==> src/cache_pkg.sv <==
// cache_pkg: geometry constants and shared bus structs for the cache storage block
package cache_pkg;

  ////////////////////////////////////////////////////////////
  // geometry
  ////////////////////////////////////////////////////////////
  localparam int XLEN          = 32;
  localparam int WAYS          = 2;
  localparam int SETS          = 8;
  localparam int IDX_BITS      = 3;
  localparam int BLK_BITS      = 128;
  localparam int BLK_BYTES     = 16;
  localparam int BLK_OFFS_BITS = 4;
  localparam int DAT_OFFS_BITS = 2;                                // word select within a line
  localparam int TAG_BITS      = XLEN - IDX_BITS - BLK_OFFS_BITS;

  ////////////////////////////////////////////////////////////
  // basic types
  ////////////////////////////////////////////////////////////
  typedef logic [WAYS-1:0]     way_vec_t;   // one-hot or way set
  typedef logic [BLK_BITS-1:0] line_t;

  // read lookup from the core side
  typedef struct packed {
    logic                rreq;
    logic [IDX_BITS-1:0] idx;
    logic [TAG_BITS-1:0] tag;
  } lookup_req_t;

  // line fill from the bus interface
  typedef struct packed {
    logic                filling;
    logic                ack;
    logic [IDX_BITS-1:0] idx;
    logic [TAG_BITS-1:0] tag;
    way_vec_t            way;     // one-hot target way
    line_t               line;
    logic                dirty;
  } fill_req_t;

  // write buffer store, one word
  typedef struct packed {
    logic                     we;
    logic [IDX_BITS-1:0]      idx;
    logic [XLEN/8-1:0]        be;
    logic [DAT_OFFS_BITS-1:0] offs;
    logic [XLEN-1:0]          data;
    way_vec_t                 ways_hit;
  } wb_req_t;

  // lookup context, travels alongside the array read
  typedef struct packed {
    logic                valid;   // read owned the array slot
    logic [IDX_BITS-1:0] idx;
    logic [TAG_BITS-1:0] tag;
    way_vec_t            victim;
  } rd_ctx_t;

  // memory command, control -> tag and data stores
  typedef struct packed {
    logic [IDX_BITS-1:0]  idx;
    way_vec_t             tag_we;
    way_vec_t             dat_we;
    way_vec_t             dirty_we;
    logic                 dirty_val;
    logic [TAG_BITS-1:0]  fill_tag;
    line_t                wdata;
    logic [BLK_BYTES-1:0] wbe;
    rd_ctx_t              rd_ctx;
  } mem_ctrl_t;

  typedef struct packed {
    logic                valid;
    logic                dirty;
    logic [TAG_BITS-1:0] tag;
  } tag_entry_t;

  typedef tag_entry_t [WAYS-1:0] way_tags_t;

  // eviction candidate
  typedef struct packed {
    logic [IDX_BITS-1:0] idx;
    logic [TAG_BITS-1:0] tag;
    line_t               line;
    logic                dirty;
  } evict_t;

endpackage

==> src/cache_ctrl.sv <==
// cache_ctrl: arbitrates the array index, builds write data and enables, delays lookup context
`timescale 1ns/10ps

module cache_ctrl (
  input  logic                   clk_i,
  input  logic                   rst_ni,
  input  cache_pkg::lookup_req_t rd_i,
  input  cache_pkg::fill_req_t   fill_i,
  input  cache_pkg::wb_req_t     wb_i,
  input  cache_pkg::way_vec_t    victim_i,
  output cache_pkg::mem_ctrl_t   ctrl_o
);
  import cache_pkg::*;

  logic                 bus_we;   // fill beat accepted this cycle
  logic                 wb_we;    // store gets the slot, no read pending
  way_vec_t             fill_we;  // per-way fill strobe
  way_vec_t             store_we; // per-way store strobe
  line_t                wb_line;  // store word in its lane
  logic [BLK_BYTES-1:0] wb_be;    // store byte enables in its lane
  rd_ctx_t              ctx_d;
  rd_ctx_t              ctx_q;

  ////////////////////////////////////////////////////////////
  // write strobes
  ////////////////////////////////////////////////////////////
  assign bus_we = fill_i.filling & fill_i.ack;
  assign wb_we  = wb_i.we & ~rd_i.rreq;

  assign fill_we  = {WAYS{bus_we}} & fill_i.way;
  assign store_we = {WAYS{wb_we & ~bus_we}} & wb_i.ways_hit; // bus owns idx on overlap

  // place the store word at its offset in the line
  assign wb_line = line_t'(wb_i.data) << (wb_i.offs * XLEN);
  assign wb_be   = BLK_BYTES'(wb_i.be) << (wb_i.offs * (XLEN / 8));

  ////////////////////////////////////////////////////////////
  // lookup context
  ////////////////////////////////////////////////////////////
  // a write stealing the index kills the read
  always_comb
  begin
    ctx_d.valid  = rd_i.rreq & ~bus_we & ~wb_we;
    ctx_d.idx    = rd_i.idx;
    ctx_d.tag    = rd_i.tag;
    ctx_d.victim = victim_i;
  end

  // aligned with the registered array read
  always_ff @(posedge clk_i or negedge rst_ni)
  begin
    if (!rst_ni)
    begin
      ctx_q <= '0;
    end
    else
    begin
      ctx_q <= ctx_d;
    end
  end

  ////////////////////////////////////////////////////////////
  // memory command
  ////////////////////////////////////////////////////////////
  always_comb
  begin
    // index priority: fill, store, read
    if (bus_we)     ctrl_o.idx = fill_i.idx;
    else if (wb_we) ctrl_o.idx = wb_i.idx;
    else            ctrl_o.idx = rd_i.idx;

    ctrl_o.tag_we    = fill_we;
    ctrl_o.dat_we    = fill_we | store_we;
    ctrl_o.dirty_we  = fill_we | store_we;       // store always dirties
    ctrl_o.dirty_val = bus_we ? fill_i.dirty : 1'b1;
    ctrl_o.fill_tag  = fill_i.tag;
    ctrl_o.wdata     = bus_we ? fill_i.line : wb_line;
    ctrl_o.wbe       = bus_we ? {BLK_BYTES{1'b1}} : wb_be; // full line on fill
    ctrl_o.rd_ctx    = ctx_q;
  end

endmodule

==> src/tag_store.sv <==
// tag_store: per-way tag arrays with valid and dirty flops, read out one cycle after the request
`timescale 1ns/10ps

module tag_store (
  input  logic                 clk_i,
  input  logic                 rst_ni,
  input  cache_pkg::mem_ctrl_t ctrl_i,
  output cache_pkg::way_tags_t tags_o,
  output cache_pkg::rd_ctx_t   ctx_o
);
  import cache_pkg::*;

  logic [IDX_BITS-1:0] rd_idx; // index of the lookup now at the array output

  assign rd_idx = ctrl_i.rd_ctx.idx;

  for (genvar w = 0; w < WAYS; w++)
  begin : g_way
    logic [TAG_BITS-1:0] tag_mem [SETS]; // tag ram
    logic [TAG_BITS-1:0] tag_rd_q;       // registered tag read
    logic [SETS-1:0]     valid_q;        // per-set valid
    logic [SETS-1:0]     dirty_q;        // per-set dirty

    ////////////////////////////////////////////////////////////
    // tag array, read-first
    ////////////////////////////////////////////////////////////
    always_ff @(posedge clk_i)
    begin
      if (ctrl_i.tag_we[w])
      begin
        tag_mem[ctrl_i.idx] <= ctrl_i.fill_tag;
      end
      tag_rd_q <= tag_mem[ctrl_i.idx];
    end

    // valid set by fill only, dirty by fill or store
    always_ff @(posedge clk_i or negedge rst_ni)
    begin
      if (!rst_ni)
      begin
        valid_q <= '0;
        dirty_q <= '0;
      end
      else
      begin
        if (ctrl_i.tag_we[w])
        begin
          valid_q[ctrl_i.idx] <= 1'b1;
        end
        if (ctrl_i.dirty_we[w])
        begin
          dirty_q[ctrl_i.idx] <= ctrl_i.dirty_val;
        end
      end
    end

    // flags picked at the delayed index
    assign tags_o[w].tag   = tag_rd_q;
    assign tags_o[w].valid = valid_q[rd_idx];
    assign tags_o[w].dirty = dirty_q[rd_idx];
  end

  // context stays paired with the tag read
  assign ctx_o = ctrl_i.rd_ctx;

endmodule

==> src/data_store.sv <==
// data_store: per-way line arrays with byte-enabled writes and registered read
`timescale 1ns/10ps

module data_store (
  input  logic                                   clk_i,
  input  cache_pkg::mem_ctrl_t                   ctrl_i,
  output cache_pkg::line_t [cache_pkg::WAYS-1:0] lines_o
);
  import cache_pkg::*;

  ////////////////////////////////////////////////////////////
  // one line ram per way
  ////////////////////////////////////////////////////////////
  for (genvar w = 0; w < WAYS; w++)
  begin : g_way
    line_t mem [SETS]; // line storage
    line_t rd_q;       // registered read

    // byte lanes: full line on fill, one word on store
    always_ff @(posedge clk_i)
    begin
      for (int b = 0; b < BLK_BYTES; b++)
      begin
        if (ctrl_i.dat_we[w] && ctrl_i.wbe[b])
        begin
          mem[ctrl_i.idx][b*8 +: 8] <= ctrl_i.wdata[b*8 +: 8];
        end
      end
    end

    // old contents on a write cycle
    always_ff @(posedge clk_i)
    begin
      rd_q <= mem[ctrl_i.idx];
    end

    assign lines_o[w] = rd_q;
  end

endmodule

==> src/lookup_result.sv <==
// lookup_result: hit detection, hit line and victim select, output registers held on stall
`timescale 1ns/10ps

module lookup_result (
  input  logic                                   clk_i,
  input  logic                                   rst_ni,
  input  logic                                   stall_i,
  input  cache_pkg::rd_ctx_t                     ctx_i,
  input  cache_pkg::way_tags_t                   tags_i,
  input  cache_pkg::line_t [cache_pkg::WAYS-1:0] lines_i,
  output logic                                   hit_o,
  output cache_pkg::way_vec_t                    ways_hit_o,
  output cache_pkg::line_t                       cache_line_o,
  output cache_pkg::evict_t                      evict_o,
  output cache_pkg::way_vec_t                    fill_way_o
);
  import cache_pkg::*;

  way_vec_t            way_hit;   // masked tag compare
  line_t               hit_line;  // and-or of hit ways
  line_t               vic_line;
  logic [TAG_BITS-1:0] vic_tag;
  logic                vic_dirty; // victim valid and dirty
  logic                evict_dirty_q;
  logic [IDX_BITS-1:0] evict_idx_q;
  logic [TAG_BITS-1:0] evict_tag_q;
  line_t               evict_line_q;

  ////////////////////////////////////////////////////////////
  // compare and select
  ////////////////////////////////////////////////////////////
  always_comb
  begin
    hit_line  = '0;
    vic_line  = '0;
    vic_tag   = '0;
    vic_dirty = 1'b0;
    for (int w = 0; w < WAYS; w++)
    begin
      way_hit[w] = ctx_i.valid & tags_i[w].valid & (tags_i[w].tag == ctx_i.tag);
      hit_line  |= lines_i[w] & {BLK_BITS{way_hit[w]}};
      vic_line  |= lines_i[w] & {BLK_BITS{ctx_i.victim[w]}};  // victim is one-hot
      vic_tag   |= tags_i[w].tag & {TAG_BITS{ctx_i.victim[w]}};
      vic_dirty |= ctx_i.victim[w] & tags_i[w].valid & tags_i[w].dirty;
    end
  end

  ////////////////////////////////////////////////////////////
  // output registers
  ////////////////////////////////////////////////////////////
  always_ff @(posedge clk_i or negedge rst_ni)
  begin
    if (!rst_ni)
    begin
      hit_o         <= 1'b0;
      ways_hit_o    <= '0;
      fill_way_o    <= '0;
      evict_dirty_q <= 1'b0;
    end
    else if (!stall_i)
    begin
      hit_o         <= |way_hit;
      ways_hit_o    <= way_hit;
      fill_way_o    <= ctx_i.victim;
      evict_dirty_q <= vic_dirty;
    end
  end

  // line and address payload
  always_ff @(posedge clk_i)
  begin
    if (!stall_i)
    begin
      cache_line_o <= hit_line;
      evict_idx_q  <= ctx_i.idx;
      evict_tag_q  <= vic_tag;
      evict_line_q <= vic_line;
    end
  end

  assign evict_o.idx   = evict_idx_q;
  assign evict_o.tag   = evict_tag_q;
  assign evict_o.line  = evict_line_q;
  assign evict_o.dirty = evict_dirty_q;

endmodule

==> src/cache_memory.sv <==
// cache_memory: storage block top, control plus tag and data stores plus result stage
`timescale 1ns/10ps

module cache_memory (
  input  logic                   clk_i,
  input  logic                   rst_ni,
  input  logic                   stall_i,
  input  cache_pkg::lookup_req_t rd_i,
  input  cache_pkg::fill_req_t   fill_i,
  input  cache_pkg::wb_req_t     wb_i,
  input  cache_pkg::way_vec_t    victim_i,
  output logic                   hit_o,
  output cache_pkg::way_vec_t    ways_hit_o,
  output cache_pkg::line_t       cache_line_o,
  output cache_pkg::evict_t      evict_o,
  output cache_pkg::way_vec_t    fill_way_o
);
  import cache_pkg::*;

  mem_ctrl_t           mem_ctrl; // per-cycle array command
  way_tags_t           way_tags; // tag read, one cycle late
  rd_ctx_t             rd_ctx;   // lookup context, same cycle as way_tags
  line_t  [WAYS-1:0]   way_lines;

  ////////////////////////////////////////////////////////////
  // control and arrays
  ////////////////////////////////////////////////////////////
  cache_ctrl u_ctrl (
    .clk_i    ( clk_i    ),
    .rst_ni   ( rst_ni   ),
    .rd_i     ( rd_i     ),
    .fill_i   ( fill_i   ),
    .wb_i     ( wb_i     ),
    .victim_i ( victim_i ),
    .ctrl_o   ( mem_ctrl )
  );

  tag_store u_tags (
    .clk_i  ( clk_i    ),
    .rst_ni ( rst_ni   ),
    .ctrl_i ( mem_ctrl ),
    .tags_o ( way_tags ),
    .ctx_o  ( rd_ctx   )
  );

  data_store u_data (
    .clk_i   ( clk_i     ),
    .ctrl_i  ( mem_ctrl  ),
    .lines_o ( way_lines )
  );

  // second pipeline stage
  lookup_result u_result (
    .clk_i        ( clk_i        ),
    .rst_ni       ( rst_ni       ),
    .stall_i      ( stall_i      ),
    .ctx_i        ( rd_ctx       ),
    .tags_i       ( way_tags     ),
    .lines_i      ( way_lines    ),
    .hit_o        ( hit_o        ),
    .ways_hit_o   ( ways_hit_o   ),
    .cache_line_o ( cache_line_o ),
    .evict_o      ( evict_o      ),
    .fill_way_o   ( fill_way_o   )
  );

endmodule

==> config.mk <==
export PLATFORM = sky130hd
export DESIGN_NAME = cache_memory
export DESIGN_NICKNAME = d
export VERILOG_FILES = /design/src/cache_pkg.sv /design/src/cache_ctrl.sv /design/src/tag_store.sv /design/src/data_store.sv /design/src/lookup_result.sv /design/src/cache_memory.sv
export SDC_FILE = /design/constraint.sdc
export NUM_CORES = 2
export LEC_CHECK = 0
export BUFFER_PORTS_ARGS = -buffer_cell sky130_fd_sc_hd__clkbuf_2
export CAP_MARGIN = 30
export CORE_UTILIZATION = 55
export DETAILED_ROUTE_END_ITERATION = 10
export HOLD_SLACK_MARGIN = 0.02
export PLACE_DENSITY = 0.7
export SYNTH_ARGS = -nofsm -noshare
export SYNTH_HDL_FRONTEND = slang
export SYNTH_SLANG_ARGS = --single-unit
==> constraint.sdc <==
create_clock -name clk_i -period 2.9 [get_ports clk_i]
set_input_delay 0.58 -clock clk_i [delete_from_list [all_inputs] [get_ports clk_i]]
set_output_delay 0.58 -clock clk_i [all_outputs]
set_load 0.02 [all_outputs]
== Yosys cells after proc, flatten, opt, wreduce, memory -nomap -nowiden ==
Memory sizes are Yosys's and may differ from the RTL's. A register that Yosys moved wholly into a read port is not among the register bits.
Cells that the tools add are included.
Word-level totals
  input bits: 239
  memories: 4
  output and inout bits: 290
  bits in registers: 353
  word-level logic and storage cells: 177
  bits in writable memories: 2448
Memory list
  u_data.g_way[0].mem: depth 8, bits a word 128, rd ports 1, clocked after memory_dff 1, wr ports 1, RTL line data_store.sv:16  | line_t mem [SETS];
  u_data.g_way[1].mem: depth 8, bits a word 128, rd ports 1, clocked after memory_dff 1, wr ports 1, RTL line data_store.sv:16
  u_tags.g_way[0].tag_mem: depth 8, bits a word 25, rd ports 1, clocked after memory_dff 1, wr ports 1, RTL line tag_store.sv:19  | logic [TAG_BITS-1:0] tag_mem [SETS];
  u_tags.g_way[1].tag_mem: depth 8, bits a word 25, rd ports 1, clocked after memory_dff 1, wr ports 1, RTL line tag_store.sv:19
Cells by class
  mux-type cells: 85
  reductions and logical operators: 34
  order comparisons: 3
  shift operators: 2
  equality and inequality tests: 2
  bitwise operators: 31
Operator list (count)
  AND 128 bit: 4
  OR 128 bit: 2
  2-to-1 mux 128 bit: 1
  left shift 32 x 7 -> 128 bit: 1
  2-to-1 mux 1 bit: 74
  AND 25 bit: 2
  equality test 25 bit: 2
  logical AND 1 bit: 33
  OR 25 bit: 1
  bitwise mux 8 bit: 2
  2-to-1 mux 16 bit: 1
  OR 8 bit: 2
  left shift 4 x 4 -> 16 bit: 1
  AND 1 bit: 13
  binary-select mux 1 bit (select 3 bit): 4
  < comparator 3 x 4 -> 1 bit, second input constant: 2
  2-to-1 mux 3 bit: 2
  AND 2 bit: 2
  demux 1 bit (select 3 bit): 1
  >= comparator 3 x 1 -> 1 bit, second input constant: 1
  inverter 1 bit: 3
  OR 2 bit: 1
  OR reduction 2 bit: 1
  OR 1 bit: 1

== Longest topological paths before layout ==
  word-level depth: 9
  mapped depth: 10
  gate-level depth less buffers: 5

== Modules after synthesis ==
From an unflattened synthesis, not the netlist that was laid out.
Unflattened totals
  cell total of the unflattened synthesis: 5321
  area total of the unflattened synthesis: 115960.0 µm²
By module, submodules not included
  data_store: sequential area each 66623.9 µm², area each 83292.4 µm², cells an instance 3545, times used 1
  tag_store: sequential area each 13813.2 µm², area each 17869.6 µm², cells an instance 788, times used 1
  lookup_result: sequential area each 8678.3 µm², area each 12156.7 µm², cells an instance 713, times used 1
  cache_ctrl: sequential area each 775.7 µm², area each 2641.3 µm², cells an instance 275, times used 1

== Worst setup path after synthesis ==
OpenSTA, ideal clock, no wires.
  path type: input-to-reg
  start: in stall_i
  end: reg u_result.ways_hit_o[0]
  stages: 2
  setup time: 0.094 ns
  required time: 2.806 ns
  arrival time: 6.983 ns
  slack: -4.178 ns
  buffers on the path: 0
  cell sequence: inv_1 -> mux2_2
RTL lines
  from (decl): RTL line cache_memory.sv:7  | input logic stall_i,
  to (signal assigned): RTL line lookup_result.sv:63  | ways_hit_o <= way_hit;
  to (decl): RTL line lookup_result.sv:12  | output cache_pkg::way_vec_t ways_hit_o,
No word-level cell between the ends.

== Worst setup path in the final report ==
  start: in rd_i[28] (netlist name)
  end: mem u_data.g_way[0].mem[3][92] (netlist name) (enable)
Between the ends
  word-level cells in the longest chain between the ends: 8
  elaborated cells between the ends (all ways): 10
  classes of those cells: mux (4); bitwise (5); reduce/logical (1)
RTL lines
  from (decl): RTL line cache_memory.sv:8  | input cache_pkg::lookup_req_t rd_i,
  inverter 1 bit *: RTL line cache_ctrl.sv:28  | assign wb_we = wb_i.we & ~rd_i.rreq;
  AND 1 bit *: RTL line cache_ctrl.sv:28
  AND 1 bit: RTL line cache_ctrl.sv:31  | assign store_we = {WAYS{wb_we & ~bus_we}} & wb_i.ways_hit;
  AND 2 bit: RTL line cache_ctrl.sv:31
  OR 2 bit: RTL line cache_ctrl.sv:73  | ctrl_o.dat_we = fill_we | store_we;
  logical AND 1 bit: RTL line data_store.sv:24  | if (ctrl_i.dat_we[w] && ctrl_i.wbe[b])
  2-to-1 mux 1 bit: RTL line data_store.sv:24
  2-to-1 mux 1 bit (implied by the code): RTL line data_store.sv:26  | mem[ctrl_i.idx][b*8 +: 8] <= ctrl_i.wdata[b*8 +: 8];
  to (decl): RTL line data_store.sv:16
Every way passes the cells marked *; elsewhere a longest branch is shown, timed or not.

==> metrics.yaml <==
fmax_mhz: 346
rows: 170
clk_pin_slew_ps: 60
initial_utilization: 0.554
place_inst: 11558
power_density_mw_per_mm2: 723
routed_via_density: 6.60
hp-start: "fill_i[154]"
syn_area_mm2: 0.119
ys_ff_latch: 3107
holdPathStages: 1
first_iter_violations: 11254
met3WireLength_um: 42100
finalCritPeriodShare: 0.997
num_io_pins: 529
fillers: 14843
fp.coreArea_mm2: 0.215
start_kind: "primary input"
ys_seq_area_frac: 0.755
clock_skew_ps: 77.2
async_flop_share: 0.0222
fp.dieH_um: 467
antenna_found_initial: 28
gp_congestion: 0.914
insertion_delay_ps: 990
grt_pass1_wl_um: 524000
ys.flop_type: "edfxtp_1"
area_delta_synth_final_pct: 19.0
cp_cell_sequence: "dlygate4sd3_1 -> clkbuf_2 -> buf_4 -> nor2b_2 -> nand2_1 -> o31ai_1 -> buf_4 -> nand2_2 -> buf_12 -> nor2_1"
vdd_drop_max_uv: 676
crit_fanout: 8
r2r-start: "u_ctrl.ctrl_o[28]"
wire_per_inst_um: 30.1
firstDrtPassIters: 8
layout.nets: 9337
crit_slowest_cell: "dlygate4sd3_1"
htreeDepth: 5
maxSlewViolCount: 0
max_stage_delay_ps: 550
die_w_um: 467
grt_util_all_layers: 0.330
cts_tree: "yes"
rr_endpoint: "u_result.cache_line_o[26]"
worst_pin_slew_ps: 1110
slew_headroom: 0.258
path_buf_inv: 5
finalNonFillerCells: 12198
clock-sinks: 3107
synth_warnings: 0
postSynthAreaPerCell_um2: 14.6
design.die.area_mm2: 0.218
setup_viol: 0
wl_met2_um: 168000
wl_met1_um: 135000
root_buffer: "clkbuf_16"
final_core_util: 0.659
worstSetupPathType: "primary input to flop"
grt_remaining_overflow: 0
cts_inserted_buffers: 325
fin_crit_ps: 2890
clk_path_buf_depth: 4
holdPathEnd: "u_tags.g_way[1].tag_mem[4][23]"
grt_pass1_vias: 76805
synthesis.nets: 8406
postRouteWirelength_um: 367000
grt_max_degree: 153
holdCritPathClass: "primary input to flop"
whs_ps: 76.2
place_area_mm2: 0.131
r2r_cells: 5
status: "finished clean"
top_layer: "met5"
dr_total_vias: 80461
worstPathArrival_ps: 3440
syn-instance-count: 8167
maxCapViolations: 0
drc: 0
r2r_slack_ps: 110
hold_viol: 0
synthDistinctLibCells: 47
drive_gt1_frac: 0.201
required_ps: 3440
finalInstanceArea_mm2: 0.142
worst_setup_path_end_kind: "flop"
critPathTopFamily: "buffers and inverters"
numPortBuffers: 528
tns_ps: 0
dp_hpwl_um: 235000
ant_nets: 0
synth-edff-count: 2732
power_leakage_nw: 48.0
path_common_cell: "buf_4"
## worst reg2reg max path: stages (launching register included)
cell and delay [ps]:
dfrtp_1 630, mux4_2 570, mux2_2 340, and3_4 310, buf_12 250, a22o_1 420
## worst max path at each step
stage	cells past startpoint	slack [ps]	from	to
after floorplan	2	-2350	stall_i	u_result.ways_hit_o[0]
after global placement	7	-420	rd_i[28]	u_data.g_way[1].mem[4][92]
after detailed placement	7	-410	rd_i[28]	u_data.g_way[1].mem[4][92]
after CTS	12	6	rd_i[28]	u_data.g_way[0].rd_q[94]
after global routing	12	-4	rd_i[28]	u_data.g_way[0].rd_q[94]
final	10	7	rd_i[28]	u_data.g_way[0].mem[3][92]
## cell usage after synthesis (16+ instances only)
library cell	number	area (um2)
dfrtp_1	69	1730
mux2_2	20	225
nor2_1	275	1030
a211oi_1	564	4230
or2_2	16	100
and3_1	567	3550
or4_1	165	1240
xnor2_1	50	438
buf_1	46	173
o21ai_0	659	3300
clkbuf_1	542	2030
a21oi_1	672	3360
buf_2	149	746
nor4_1	143	895
nand3_1	668	3340
a22o_1	409	3580
nand2_1	24	90.1
dfxtp_1	306	6130
edfxtp_1	2732	82000
## through the flow
step                      total power, mW  setup WS [ps]
after floorplan                      57.4          -2350
after global placement               62.1           -416
after detailed placement             62.3           -408
after CTS                             102           5.91
after global routing                  105          -4.31
final                                 102           7.46
## flip-flops by register name, indices dropped and copies added, names as in the netlist
| name | cells |
|---|---|
| u_result.evict_tag_q | 25 |
| u_result.ways_hit_o | 2 |
| u_result.evict_dirty_q | 1 |
| u_data.g_way.mem | 2048 |
| u_ctrl.ctrl_o | 31 |
| u_data.g_way.rd_q | 256 |
| u_tags.g_way.tag_mem | 400 |
| u_tags.g_way.dirty_q | 16 |
| u_result.hit_o | 1 |
| u_result.evict_line_q | 128 |
| u_tags.g_way.valid_q | 16 |
| u_result.fill_way_o | 2 |
| u_result.cache_line_o | 128 |
| u_result.evict_idx_q | 3 |
| u_tags.g_way.tag_rd_q | 50 |
## cell usage in the layout, fill, tap and decap left out, drive strengths merged, types with 12 or more instances in the layout
cell	netlist	final
nand4	12	12
edfxtp	2732	2732
and3	567	567
nor2	275	275
nor4	143	143
dlygate4sd3	0	51
diode	0	20
a21oi	672	672
clkbuf	542	973
bufinv	0	25
mux2	25	25
o21ai	662	662
nand3	668	668
clkinv	0	80
xnor2	50	50
dfxtp	306	306
or2	16	16
a22o	409	409
or4	165	165
nand2	25	25
buf	211	779
dfrtp	69	69
clkinvlp	0	14
a211oi	564	564
## where the power goes
part           total [mW]  leakage (nW)  internal, mW  switching [mW]
Sequential           51.9          25.6          50.6            1.29
Combinational        9.88          17.4          3.56            6.32
Clock                40.7          5.02          23.8            16.8
Total                 102          48.0          78.0            24.4
## logic make-up after synthesis
logic type | synth area share
XOR/XNOR | 0.00368
buffers and inverters | 0.0262
AO/OA/AOI/OAI | 0.123
AND/OR/NAND/NOR | 0.0880
flip-flops | 0.755
multiplexers | 0.00418
## timing repair
item | 4_1_cts | 5_1_grt
hold buffers | 51 | 0
setup buffers | 0 | 0
endpoints found under the setup margin | 0 | 283
hold endpoints to repair | 307 | 0
resized for setup | 0 | 16
## area by class of cell
type,instances,area (um2),share of cell area
inverters,2,11.3,0.0000795
clock buffers,446,8970,0.0633
well taps,2838,3550,0.0251
clock inverters,123,1310,0.00922
multi-input cells,4305,26400,0.186
repair buffers,1357,11500,0.0813
flip-flops and latches,3107,89900,0.635
diodes,20,50.0,0.000353
## metal layers
| metal | GRT usage | vias up |
|---|---|---|
| li1 | - | 34098 |
| met1 | 0.443 | 40167 |
| met2 | 0.495 | 5363 |
| met3 | 0.0770 | 813 |
| met4 | 0.190 | 20 |
| met5 | 0 | - |
No activity file was read; power rests on OpenSTA's default activity.
